<file path="src/logic/axi_ic_consts.svh">
`ifndef AXI_IC_CONSTS_SVH
`define AXI_IC_CONSTS_SVH

// port counts
`define AXI_IC_S_COUNT 2
`define AXI_IC_M_COUNT 2

// field widths
`define AXI_IC_ADDR_W 16
`define AXI_IC_DATA_W 32
`define AXI_IC_LEN_W 8
`define AXI_IC_RESP_W 2

// wide enough for either port count
`define AXI_IC_PORT_W 1

// upstream id
`define AXI_IC_S_ID_W 4

// downstream id carries the source index on top
`define AXI_IC_M_ID_W (`AXI_IC_S_ID_W + `AXI_IC_PORT_W)

`endif
</file>
<file path="src/logic/axi_ic_pkg.sv">
`include "axi_ic_consts.svh"

package axi_ic_pkg;

    typedef logic [`AXI_IC_ADDR_W-1:0] addr_t;
    typedef logic [`AXI_IC_DATA_W-1:0] data_t;
    typedef logic [`AXI_IC_S_ID_W-1:0] s_id_t;
    typedef logic [`AXI_IC_M_ID_W-1:0] m_id_t;
    typedef logic [`AXI_IC_LEN_W-1:0]  len_t;
    typedef logic [`AXI_IC_PORT_W-1:0] port_t;
    typedef logic [`AXI_IC_RESP_W-1:0] resp_t;

    typedef struct packed {
        s_id_t id;
        addr_t addr;
        len_t  len;
    } s_ar_t;

    typedef struct packed {
        m_id_t id;
        addr_t addr;
        len_t  len;
    } m_ar_t;

    typedef struct packed {
        m_id_t id;
        data_t data;
        resp_t resp;
        logic  last;
    } m_r_t;

    typedef struct packed {
        s_id_t id;
        data_t data;
        resp_t resp;
        logic  last;
    } s_r_t;

    // per upstream port, held from first beat to rlast
    typedef enum logic [0:0] {
        ret_idle,
        ret_locked
    } ret_state_e;

endpackage

</file>
<file path="src/logic/axi_read_interconnect.sv">
`include "axi_ic_consts.svh"

module axi_read_interconnect (
    input  logic                       clk,
    input  logic                       rst,
    input  axi_ic_pkg::s_ar_t          s_ar [`AXI_IC_S_COUNT],
    input  logic [`AXI_IC_S_COUNT-1:0] s_arvalid,
    output logic [`AXI_IC_S_COUNT-1:0] s_arready,
    output axi_ic_pkg::s_r_t           s_r [`AXI_IC_S_COUNT],
    output logic [`AXI_IC_S_COUNT-1:0] s_rvalid,
    input  logic [`AXI_IC_S_COUNT-1:0] s_rready,
    output axi_ic_pkg::m_ar_t          m_ar [`AXI_IC_M_COUNT],
    output logic [`AXI_IC_M_COUNT-1:0] m_arvalid,
    input  logic [`AXI_IC_M_COUNT-1:0] m_arready,
    input  axi_ic_pkg::m_r_t           m_r [`AXI_IC_M_COUNT],
    input  logic [`AXI_IC_M_COUNT-1:0] m_rvalid,
    output logic [`AXI_IC_M_COUNT-1:0] m_rready
);

    localparam int AR_W      = $bits(axi_ic_pkg::m_ar_t);
    localparam int AR_ITEM_W = AR_W + $bits(axi_ic_pkg::port_t);
    localparam int R_ITEM_W  = $bits(axi_ic_pkg::m_r_t);

    axi_ic_pkg::m_ar_t          dec_ar  [`AXI_IC_S_COUNT];
    axi_ic_pkg::port_t          dec_tgt [`AXI_IC_S_COUNT];
    logic [AR_ITEM_W-1:0]       sl_ar   [`AXI_IC_S_COUNT];
    axi_ic_pkg::m_ar_t          xb_ar   [`AXI_IC_S_COUNT];
    axi_ic_pkg::port_t          xb_tgt  [`AXI_IC_S_COUNT];
    logic [`AXI_IC_S_COUNT-1:0] xb_ar_valid;
    logic [`AXI_IC_S_COUNT-1:0] xb_ar_ready;
    axi_ic_pkg::m_r_t           xb_r    [`AXI_IC_M_COUNT];
    logic [`AXI_IC_M_COUNT-1:0] xb_r_valid;
    logic [`AXI_IC_M_COUNT-1:0] xb_r_ready;

    // upstream side: decode then register the request
    for (genvar s = 0; s < `AXI_IC_S_COUNT; s++) begin : g_up
        ar_port_decoder #(
            .PORT_INDEX(s)
        ) u_dec (
            .s_ar   (s_ar[s]),
            .m_ar   (dec_ar[s]),
            .target (dec_tgt[s])
        );

        // target travels with the request through the slice
        axi_reg_slice #(
            .WIDTH(AR_ITEM_W)
        ) u_ar_slice (
            .clk       (clk),
            .rst       (rst),
            .in_data   ({dec_tgt[s], dec_ar[s]}),
            .in_valid  (s_arvalid[s]),
            .in_ready  (s_arready[s]),
            .out_data  (sl_ar[s]),
            .out_valid (xb_ar_valid[s]),
            .out_ready (xb_ar_ready[s])
        );

        assign xb_tgt[s] = sl_ar[s][AR_ITEM_W-1:AR_W];
        assign xb_ar[s]  = sl_ar[s][AR_W-1:0];
    end

    // downstream side: register returning beats
    for (genvar m = 0; m < `AXI_IC_M_COUNT; m++) begin : g_dn
        axi_reg_slice #(
            .WIDTH(R_ITEM_W)
        ) u_r_slice (
            .clk       (clk),
            .rst       (rst),
            .in_data   (m_r[m]),
            .in_valid  (m_rvalid[m]),
            .in_ready  (m_rready[m]),
            .out_data  (xb_r[m]),
            .out_valid (xb_r_valid[m]),
            .out_ready (xb_r_ready[m])
        );
    end

    rd_crossbar u_xbar (
        .clk         (clk),
        .rst         (rst),
        .ar_in       (xb_ar),
        .ar_tgt      (xb_tgt),
        .ar_in_valid (xb_ar_valid),
        .ar_in_ready (xb_ar_ready),
        .m_ar        (m_ar),
        .m_arvalid   (m_arvalid),
        .m_arready   (m_arready),
        .r_in        (xb_r),
        .r_in_valid  (xb_r_valid),
        .r_in_ready  (xb_r_ready),
        .s_r         (s_r),
        .s_rvalid    (s_rvalid),
        .s_rready    (s_rready)
    );

endmodule

</file>
<file path="src/logic/rd_crossbar.sv">
`include "axi_ic_consts.svh"

module rd_crossbar (
    input  logic                       clk,
    input  logic                       rst,
    input  axi_ic_pkg::m_ar_t          ar_in [`AXI_IC_S_COUNT],
    input  axi_ic_pkg::port_t          ar_tgt [`AXI_IC_S_COUNT],
    input  logic [`AXI_IC_S_COUNT-1:0] ar_in_valid,
    output logic [`AXI_IC_S_COUNT-1:0] ar_in_ready,
    output axi_ic_pkg::m_ar_t          m_ar [`AXI_IC_M_COUNT],
    output logic [`AXI_IC_M_COUNT-1:0] m_arvalid,
    input  logic [`AXI_IC_M_COUNT-1:0] m_arready,
    input  axi_ic_pkg::m_r_t           r_in [`AXI_IC_M_COUNT],
    input  logic [`AXI_IC_M_COUNT-1:0] r_in_valid,
    output logic [`AXI_IC_M_COUNT-1:0] r_in_ready,
    output axi_ic_pkg::s_r_t           s_r [`AXI_IC_S_COUNT],
    output logic [`AXI_IC_S_COUNT-1:0] s_rvalid,
    input  logic [`AXI_IC_S_COUNT-1:0] s_rready
);

    localparam int S_N = `AXI_IC_S_COUNT;
    localparam int M_N = `AXI_IC_M_COUNT;

    axi_ic_pkg::port_t ar_sel [M_N];
    axi_ic_pkg::port_t r_sel  [S_N];
    axi_ic_pkg::port_t r_dst  [M_N];

    // read address, one arbiter per downstream port
    for (genvar m = 0; m < M_N; m++) begin : g_ar
        axi_ic_pkg::port_t ptr;
        axi_ic_pkg::port_t held;
        axi_ic_pkg::port_t pick;
        axi_ic_pkg::port_t cand;
        logic              hold;
        logic              found;

        always_comb begin
            pick  = ptr;
            found = 1'b0;
            for (int i = 0; i < S_N; i++) begin
                cand = axi_ic_pkg::port_t'((int'(ptr) + i) % S_N);
                if (!found && ar_in_valid[cand] && ar_tgt[cand] == axi_ic_pkg::port_t'(m)) begin
                    pick  = cand;
                    found = 1'b1;
                end
            end
        end

        // stalled grant stays put until it transfers
        assign ar_sel[m]    = hold ? held : pick;
        assign m_arvalid[m] = ar_in_valid[ar_sel[m]]
                              && ar_tgt[ar_sel[m]] == axi_ic_pkg::port_t'(m);
        assign m_ar[m]      = ar_in[ar_sel[m]];

        always_ff @(posedge clk) begin
            if (rst) begin
                ptr  <= '0;
                hold <= 1'b0;
            end else if (m_arvalid[m] && m_arready[m]) begin
                ptr  <= axi_ic_pkg::port_t'((int'(ar_sel[m]) + 1) % S_N);
                hold <= 1'b0;
            end else if (m_arvalid[m]) begin
                hold <= 1'b1;
            end
        end

        always_ff @(posedge clk) begin
            if (m_arvalid[m] && !m_arready[m]) begin
                held <= ar_sel[m];
            end
        end
    end

    always_comb begin
        for (int s = 0; s < S_N; s++) begin
            ar_in_ready[s] = m_arvalid[ar_tgt[s]] && m_arready[ar_tgt[s]]
                             && ar_sel[ar_tgt[s]] == axi_ic_pkg::port_t'(s);
        end
    end

    // source index sits in the top id bits
    for (genvar m = 0; m < M_N; m++) begin : g_dst
        assign r_dst[m] = r_in[m].id[`AXI_IC_M_ID_W-1 -: `AXI_IC_PORT_W];
    end

    // read data return, one lock per upstream port
    for (genvar s = 0; s < S_N; s++) begin : g_ret
        axi_ic_pkg::ret_state_e state;
        axi_ic_pkg::port_t      src;
        axi_ic_pkg::port_t      pick;
        axi_ic_pkg::port_t      cand;
        axi_ic_pkg::m_r_t       beat;
        logic                   found;
        logic                   fire;

        // idle search starts after the port served last
        always_comb begin
            pick  = src;
            found = 1'b0;
            for (int i = 1; i <= M_N; i++) begin
                cand = axi_ic_pkg::port_t'((int'(src) + i) % M_N);
                if (!found && r_in_valid[cand] && r_dst[cand] == axi_ic_pkg::port_t'(s)) begin
                    pick  = cand;
                    found = 1'b1;
                end
            end
        end

        assign r_sel[s]    = (state == axi_ic_pkg::ret_locked) ? src : pick;
        assign beat        = r_in[r_sel[s]];
        assign s_rvalid[s] = r_in_valid[r_sel[s]] && r_dst[r_sel[s]] == axi_ic_pkg::port_t'(s);
        assign fire        = s_rvalid[s] && s_rready[s];

        // drop the source bits on the way back
        assign s_r[s] = '{beat.id[`AXI_IC_S_ID_W-1:0], beat.data, beat.resp, beat.last};

        always_ff @(posedge clk) begin
            if (rst) begin
                state <= axi_ic_pkg::ret_idle;
                src   <= '0;
            end else begin
                case (state)
                    axi_ic_pkg::ret_idle: begin
                        if (s_rvalid[s]) begin
                            src <= r_sel[s];
                        end
                        // single-beat burst needs no lock
                        if (s_rvalid[s] && !(fire && beat.last)) begin
                            state <= axi_ic_pkg::ret_locked;
                        end
                    end
                    axi_ic_pkg::ret_locked: begin
                        if (fire && beat.last) begin
                            state <= axi_ic_pkg::ret_idle;
                        end
                    end
                    default: state <= axi_ic_pkg::ret_idle;
                endcase
            end
        end
    end

    always_comb begin
        for (int m = 0; m < M_N; m++) begin
            r_in_ready[m] = s_rready[r_dst[m]] && r_sel[r_dst[m]] == axi_ic_pkg::port_t'(m);
        end
    end

endmodule

</file>
<file path="src/logic/axi_reg_slice.sv">
module axi_reg_slice #(
    parameter int WIDTH = 32
) (
    input  logic             clk,
    input  logic             rst,
    input  logic [WIDTH-1:0] in_data,
    input  logic             in_valid,
    output logic             in_ready,
    output logic [WIDTH-1:0] out_data,
    output logic             out_valid,
    input  logic             out_ready
);

    logic [WIDTH-1:0] skid_data;
    logic             skid_valid;
    logic             in_fire;
    logic             out_free;

    // accept while the skid entry is empty
    assign in_ready = !skid_valid;
    assign in_fire  = in_valid && in_ready;

    // main entry drains or is empty this cycle
    assign out_free = out_ready || !out_valid;

    always_ff @(posedge clk) begin
        if (rst) begin
            out_valid  <= 1'b0;
            skid_valid <= 1'b0;
        end else if (out_free) begin
            // skid entry goes first to keep order
            out_valid  <= skid_valid || in_fire;
            skid_valid <= 1'b0;
        end else if (in_fire) begin
            skid_valid <= 1'b1;
        end
    end

    always_ff @(posedge clk) begin
        if (out_free) begin
            out_data <= skid_valid ? skid_data : in_data;
        end
        if (!out_free && in_fire) begin
            skid_data <= in_data;
        end
    end

endmodule

</file>
<file path="src/logic/ar_port_decoder.sv">
`include "axi_ic_consts.svh"

module ar_port_decoder #(
    parameter int PORT_INDEX = 0
) (
    input  axi_ic_pkg::s_ar_t s_ar,
    output axi_ic_pkg::m_ar_t m_ar,
    output axi_ic_pkg::port_t target
);

    axi_ic_pkg::port_t src_idx;

    assign src_idx = axi_ic_pkg::port_t'(PORT_INDEX);

    // source index lands above the upstream id
    assign m_ar.id = {src_idx, s_ar.id};

    // address and length go through untouched
    assign m_ar.addr = s_ar.addr;
    assign m_ar.len  = s_ar.len;

    // top address bits pick the downstream port
    assign target = s_ar.addr[`AXI_IC_ADDR_W-1 -: `AXI_IC_PORT_W];

endmodule

</file>
<file path="config.mk">
export PLATFORM = sky130hd
export DESIGN_NAME = axi_read_interconnect
export DESIGN_NICKNAME = d
export VERILOG_FILES = /design/src/logic/axi_ic_pkg.sv /design/src/logic/axi_read_interconnect.sv /design/src/logic/rd_crossbar.sv /design/src/logic/axi_reg_slice.sv /design/src/logic/ar_port_decoder.sv
export VERILOG_INCLUDE_DIRS = /design/src /design/src/logic
export SDC_FILE = /design/constraint.sdc
export NUM_CORES = 1
export LEC_CHECK = 0
export BUFFER_PORTS_ARGS = -buffer_cell sky130_fd_sc_hd__buf_2
export CAP_MARGIN = 20
export CORE_MARGIN = 3
export CORE_UTILIZATION = 54
export CTS_BUF_LIST = sky130_fd_sc_hd__clkbuf_4 sky130_fd_sc_hd__clkbuf_8 sky130_fd_sc_hd__clkbuf_16
export CTS_CLUSTER_SIZE = 28
export DETAILED_ROUTE_END_ITERATION = 10
export GPL_TIMING_DRIVEN = 0
export MAX_ROUTING_LAYER = met4
export PLACE_DENSITY = 0.81
export SLEW_MARGIN = 10
export SYNTH_ARGS = -nofsm -noshare
export SYNTH_HDL_FRONTEND = slang
export SYNTH_SLANG_ARGS = --single-unit
</file>
<file path="constraint.sdc">
create_clock -name clk -period 8.46 [get_ports clk]
set_input_delay 0.423 -clock clk [delete_from_list [all_inputs] [get_ports clk]]
set_output_delay 0.423 -clock clk [all_outputs]
set_load 0.005 [all_outputs]
</file>
Yosys cells after proc, flatten, opt, wreduce, memory -nomap -nowiden
Cells that the tools add are included.
{"block": "classes", "n_addsub": 8, "order_cmp": 32, "n_mux": 120, "bitwise_logic": 26, "reduce_logical": 76}
{"cell": "$mux W39", "count": 6}
{"cell": "$mux W29", "count": 6}
{"cell": "$mux W1", "count": 102}
{"cell": "$mux W40", "count": 2}
{"cell": "$mux W30", "count": 2}
{"cell": "$logic_and A1 B1 Y1", "count": 40}
{"cell": "$ge A2 B2 Y1 const B", "count": 16}
{"cell": "$lt A1 B2 Y1 const B", "count": 16}
{"cell": "$not A1 Y2", "count": 16}
{"cell": "$logic_not A1 Y1", "count": 20}
{"cell": "$reduce_or A2 Y1", "count": 6}
{"cell": "$not A1 Y1", "count": 10}
{"cell": "$add A1 B1 Y1 const B", "count": 8}
{"cell": "$logic_or A1 B1 Y1", "count": 8}
{"cell": "$pmux W1 S2", "count": 2}
{"cell": "$reduce_and A2 Y1", "count": 2}
{"block": "word_totals", "regBits": 294, "inputBits": 146, "output_inout_bits": 144, "word_cells": 288}

Depth between registers and ports, before layout
{"block": "depth", "depth_word": 25, "mapped_depth": 8, "depth_no_buf": 5}

Hierarchy
A second synthesis with hierarchy kept.
{"block": "hier_totals", "hier_cells": 767, "hier_area_um2": 13914.6}
{"mod": "axi_reg_slice at g_dn[0].u_r_slice ...", "n_inst": 2, "cells_per_inst": 133, "area_each_um2": 3149.3, "seq_area_each_um2": 2442.3}
{"mod": "axi_reg_slice at g_up[0].u_ar_slice ...", "n_inst": 2, "cells_per_inst": 102, "area_each_um2": 2378.5, "seq_area_each_um2": 1841.8}
{"mod": "rd_crossbar", "n_inst": 1, "cells_per_inst": 235, "area_each_um2": 2401.1, "seq_area_each_um2": 220.2}
{"mod": "ar_port_decoder", "n_inst": 2, "cells_per_inst": 31, "area_each_um2": 229.0, "seq_area_each_um2": 0.0}

Least setup slack after synthesis
Ideal clock, no wire load.
{"block": "synth_path", "path_kind": "reg2reg", "startpoint": "reg g_dn[1].u_r_slice.out_data[39]", "endpoint": "reg g_dn[0].u_r_slice.skid_data[0], enable pin", "setup_time_ps": 495, "arrival_ps": 5488, "required_time_ps": 7965, "slack_ps": 2476, "path_stages_with_launch": 5, "path_buffers": 0, "synth_period_minus_slack_ps": 5984, "path_cell_list": "edfxtp_1 or3b_1 o2111ai_1 o211ai_1 nor3b_1"}
{"block": "synth_between", "elab_chain_cells": 19, "elab_cells_between_ends": 38, "classes_between": "mux (23); bitwise (3); reduce/logical (12)"}
{"element": "from (decl)", "line": "axi_reg_slice.sv:9", "rtl": "output logic [WIDTH-1:0] out_data,"}
{"element": "from (signal assigned)", "line": "axi_reg_slice.sv:41", "rtl": "out_data <= skid_valid ? skid_data : in_data;"}
{"element": "$mux W1 (implied by the code) (3 in series)", "line": "rd_crossbar.sv:102", "rtl": "if (!found && r_in_valid[cand] && r_dst[cand] == axi_ic_pkg::port_t'(s)) begin"}
{"element": "$not A1 Y1", "line": "rd_crossbar.sv:102"}
{"element": "$logic_and A1 B1 Y1", "line": "rd_crossbar.sv:102"}
{"element": "$mux W1", "line": "rd_crossbar.sv:102"}
{"element": "$logic_not A1 Y1", "line": "rd_crossbar.sv:102"}
{"element": "$logic_and A1 B1 Y1 (2 in series)", "line": "rd_crossbar.sv:102"}
{"element": "$mux W1", "line": "rd_crossbar.sv:102"}
{"element": "$mux W1", "line": "rd_crossbar.sv:109", "rtl": "assign r_sel[s] = (state == axi_ic_pkg::ret_locked) ? src : pick;"}
{"element": "$mux W1 (implied by the code) (*) (3 in series)", "line": "rd_crossbar.sv:145", "rtl": "r_in_ready[m] = s_rready[r_dst[m]] && r_sel[r_dst[m]] == axi_ic_pkg::port_t'(m);"}
{"element": "$not A1 Y1 (*)", "line": "rd_crossbar.sv:145"}
{"element": "$logic_and A1 B1 Y1 (*)", "line": "rd_crossbar.sv:145"}
{"element": "$logic_or A1 B1 Y1 (*)", "line": "axi_reg_slice.sv:24", "rtl": "assign out_free = out_ready || !out_valid;"}
{"element": "named net g_dn[0].u_r_slice.out_free", "line": "axi_reg_slice.sv:17", "rtl": "logic out_free;"}
{"element": "$logic_not A1 Y1 (*)", "line": "axi_reg_slice.sv:43", "rtl": "if (!out_free && in_fire) begin"}
{"element": "$logic_and A1 B1 Y1 (*)", "line": "axi_reg_slice.sv:43"}
{"element": "to (signal assigned)", "line": "axi_reg_slice.sv:44", "rtl": "skid_data <= in_data;"}
{"element": "to (decl)", "line": "axi_reg_slice.sv:14", "rtl": "logic [WIDTH-1:0] skid_data;"}
The timed path passes the listed nets; every way through them passes the cells marked *. The select of a mux whose other input is x is not followed.
A chain may end at the register's enable or synchronous reset.

Final worst setup path
{"block": "layout_path", "startpoint": "reg g_dn[1].u_r_slice.out_data[39]", "endpoint": "reg g_dn[1].u_r_slice.skid_data[9], enable pin"}
{"block": "layout_between", "elab_chain_cells": 18, "elab_cells_between_ends": 40, "classes_between": "mux (25); bitwise (3); reduce/logical (12)"}
{"element": "$mux W1 (implied by the code) (3 in series)", "line": "rd_crossbar.sv:102"}
{"element": "$not A1 Y1", "line": "rd_crossbar.sv:102"}
{"element": "$logic_and A1 B1 Y1", "line": "rd_crossbar.sv:102"}
{"element": "$mux W1", "line": "rd_crossbar.sv:102"}
{"element": "$logic_not A1 Y1", "line": "rd_crossbar.sv:102"}
{"element": "$logic_and A1 B1 Y1 (2 in series)", "line": "rd_crossbar.sv:102"}
{"element": "$mux W1", "line": "rd_crossbar.sv:102"}
{"element": "$mux W1", "line": "rd_crossbar.sv:109"}
{"element": "$mux W1 (implied by the code) (3 in series)", "line": "rd_crossbar.sv:145"}
{"element": "$logic_and A1 B1 Y1 (*)", "line": "rd_crossbar.sv:145"}
{"element": "$logic_or A1 B1 Y1 (*)", "line": "axi_reg_slice.sv:24"}
{"element": "named net g_dn[1].u_r_slice.out_free", "line": "axi_reg_slice.sv:17"}
{"element": "$logic_not A1 Y1 (*)", "line": "axi_reg_slice.sv:43"}
{"element": "$logic_and A1 B1 Y1 (*)", "line": "axi_reg_slice.sv:43"}
{"element": "to (signal assigned)", "line": "axi_reg_slice.sv:44"}
{"element": "to (decl)", "line": "axi_reg_slice.sv:14"}
Marks and branches as above.

==> results.yml <==
status:
  status: "completed"
worst_hold_path:
  hp-class: "input port to flop"
  holdPathEnd: "g_dn[0].u_r_slice.skid_data[39]"
  hold_start: "m_r[79]"
  whs_path_depth: 1
worst_setup_path:
  worstSetupEndpointType: "flop"
  cp-start-kind: "flop"
  cp_max_fo: 43
  rr_startpoint: "g_dn[1].u_r_slice.out_data[39]"
  r2r-end: "g_dn[1].u_r_slice.skid_data[9]"
  r2r_cells: 8
  critPathKind: "flop to flop"
  required_ps: 8750
  worst-r2r-setup-slack_ps: 5080
  worstPathArrival_ps: 3670
floorplan:
  fp.coreArea_mm2: 0.02271
  fp-row-count: 55
  io_pins: 290
  dieHeight_um: 158.4
  dieArea_mm2: 0.02508
  initial_core_util: 0.5520
  die_width_um: 158.4
clock_tree:
  clock_sinks: 290
  cts_made_buffers: 29
  path_clk_slew_ps: 60
  holdBufCountCts: 0
  cts_resized: 0
  cts_tree: "done"
  cts_max_level: 1
  post_cts_buffers: 0
  cts_buffer_depth: 3
  clock-root-buffer: "clkbuf_16"
  insertion_delay_ps: 530
placement:
  dp.cells: 1309
  port_buffers: 289
  place_ws_ps: 5012
  dpl_cell_area_mm2: 0.01454
  dp_hpwl_mm: 20.79
  gp_congestion: 0.8512
power:
  vdd_drop_max_mv: 0.1762
  p_leak_nw: 5.899
  p_per_area_mw_per_mm2: 240.8
timing:
  fin_crit_sh: 0.3996
  setup_violations: 0
  slew_violations: 0
  fin_ws_ps: 5079
  min_period_ps: 3381
  timing.fmax_mhz: 295.8
  rsz0062_at_grt: "no"
  slew_headroom: 0.4864
  final-hold-violation-count: 0
  tightest_slew_ps: 770.4
  finClkSkew_ps: 12.85
  hold_ws_ps: 75.07
finish:
  nNetsFinal: 1201
  stdcell_area_mm2: 0.01549
  finalNonFillerCells: 1365
  syn2layout_area_growth_pct: 23.58
  fill_cells: 1574
  drive_gt1_frac: 0.6061
global_routing:
  grt_max_degree: 44
  overflow: 0
  grt_pass1_wl_mm: 42.24
  grt_pass1_vias: 7908
  grtUsageTotal: 0.2233
  antenna_found_initial: 6
synth:
  synth_common_cells: "274 x edfxtp_1, 250 x mux2_2, 18 x mux2_1"
  synth.avg_cell_area_um2: 17.58
  synth-compound-area-share: 0.02276
  synth_top_area_cell: "edfxtp_1"
  synthAdderAreaFrac: 0.001797
  synth_edf_count: 274
  yosysMostFrequentCell: "edfxtp_1"
  synth_top_area_frac: 0.6564
  synth_mux_area_frac: 0.2426
  ys.flop_type: "edfxtp_1"
  syn-cell-area_mm2: 0.01254
  syn-num-nets: 859
  synth-xor-area-share: 0
  synthTopCellsByArea: "edfxtp_1 66%, mux2_2 22%, dfxtp_1 2.6%"
  ys_types: 53
  synth-seq-cells: 290
  ys_async_sr_fraction: 0
  yosys.area_share.simple: 0.02924
  synth_top_family_by_area: "multiplexers"
  syn-instance-count: 713
  ys_warn_count: 0
  ys_seq_area_frac: 0.6819
routing:
  vias: 7557
  drc: 0
  drtAntennaViolNets: 0
  avgRoutedWirePerCell_um: 20.76
  drt-vias-per-instance: 5.536
  finalWirelength_mm: 28.34
  drt_iter0_drc: 414
  drtPass1Iterations: 4
flow_run:
  maxCapViolations: 0
## routing by layer
metal  track usage  up-vias  part of all wire
met2        0.3717      319              0.49
met5             -        -                 0
li1              -     3491                 -
met1        0.2700     3696              0.40
met4       0.06432        0             0.024
met3       0.06116       51             0.089
## registers in the layout, summed over array words and instances, names as in the netlist
register	count
g_up.u_ar_slice.skid_valid	2
g_up.u_ar_slice.out_data	56
g_dn.u_r_slice.out_valid	2
g_dn.u_r_slice.skid_data	80
g_up.u_ar_slice.skid_data	56
u_xbar.g_ar.hold	2
g_up.u_ar_slice.out_valid	2
u_xbar.g_ar.held	2
g_dn.u_r_slice.skid_valid	2
u_xbar.g_ret.src	2
g_dn.u_r_slice.out_data	80
u_xbar.g_ret.state	2
u_xbar.g_ar.ptr	2
## area by class of cell
type                            instances  area (um^2)  share of cell area
Antenna cell                            6        15.01           0.0009692
Multi-Input combinational cell        371         3747              0.2419
Timing Repair Buffer                  311         1620              0.1046
Inverter                               14        52.55            0.003392
Clock inverter                          7        88.84            0.005735
Tap cell                              285        356.6             0.02302
Clock buffer                           43        843.3             0.05444
Buffer                                 38        219.0             0.01413
Sequential cell                       290         8548              0.5518
## cells by family (layout without fill, tap and decap cells)
logic type	after synthesis	after routing
compound gates	37	37
flops	290	290
buf+inv	52	413
other cells	0	6
mux	270	270
simple gates	62	62
fa+ha+maj	2	2
## layout by cell type, fill, tap and decap left out, drive strengths merged, types with 3 or more instances in the layout
master,synthesis,layout
a211oi,3,3
a21oi,6,6
a311oi,3,3
and2,3,3
buf,26,337
clkbuf,12,55
clkinv,0,3
dfxtp,16,16
diode,0,6
edfxtp,274,274
inv,14,15
mux2,268,268
nand2,9,9
nand2b,5,5
nand3,6,6
nand3b,5,5
nor2,8,8
nor2b,8,8
nor3,5,5
nor3b,3,3
o21ai,8,8
or2,3,3
## report_power, final
part           leakage (nW)  switching, mW  internal (mW)
clock network         0.467          0.497          0.746
registers              2.79         0.0601           1.73
logic                  2.65          0.339          0.357
total                  5.90          0.895           2.83
## how the worst max path moves through the flow
stage,startpoint,end,slack [ps]
after detailed placement,g_dn[1].u_r_slice.out_data[39],g_dn[1].u_r_slice.skid_data[8],5010
after floorplan,g_dn[1].u_r_slice.out_data[39],g_dn[0].u_r_slice.skid_data[0],2480
after global placement,g_dn[1].u_r_slice.out_data[39],g_dn[0].u_r_slice.skid_data[8],-970
after CTS,g_dn[1].u_r_slice.out_data[39],g_dn[1].u_r_slice.skid_data[9],4990
after global routing,g_dn[1].u_r_slice.out_data[39],g_dn[1].u_r_slice.skid_data[7],4870
final,g_dn[1].u_r_slice.out_data[39],g_dn[1].u_r_slice.skid_data[9],5080
## critical path, cell delays in order, from the launching register on
cell      delay, ps
edfxtp_1        500
or3b_1          480
mux2i_2         350
buf_4           290
a31o_4          630
nor3b_2         230
buf_4           250
buf_4           190
buf_6           160
## per-stage QoR
stage | TNS [ps] | total power, mW | util
6_report | 0 | 3.730 | 0.6821
5_1_grt | 0 | 3.886 | 0.6821
4_1_cts | 0 | 3.768 | 0.6815
3_5_place_dp | 0 | 2.519 | 0.6404
3_3_place_gp | -38700 | 2.492 | 0.6314
2_1_floorplan | 0 | 2.197 | -
(Power assumes the default switching activity.)
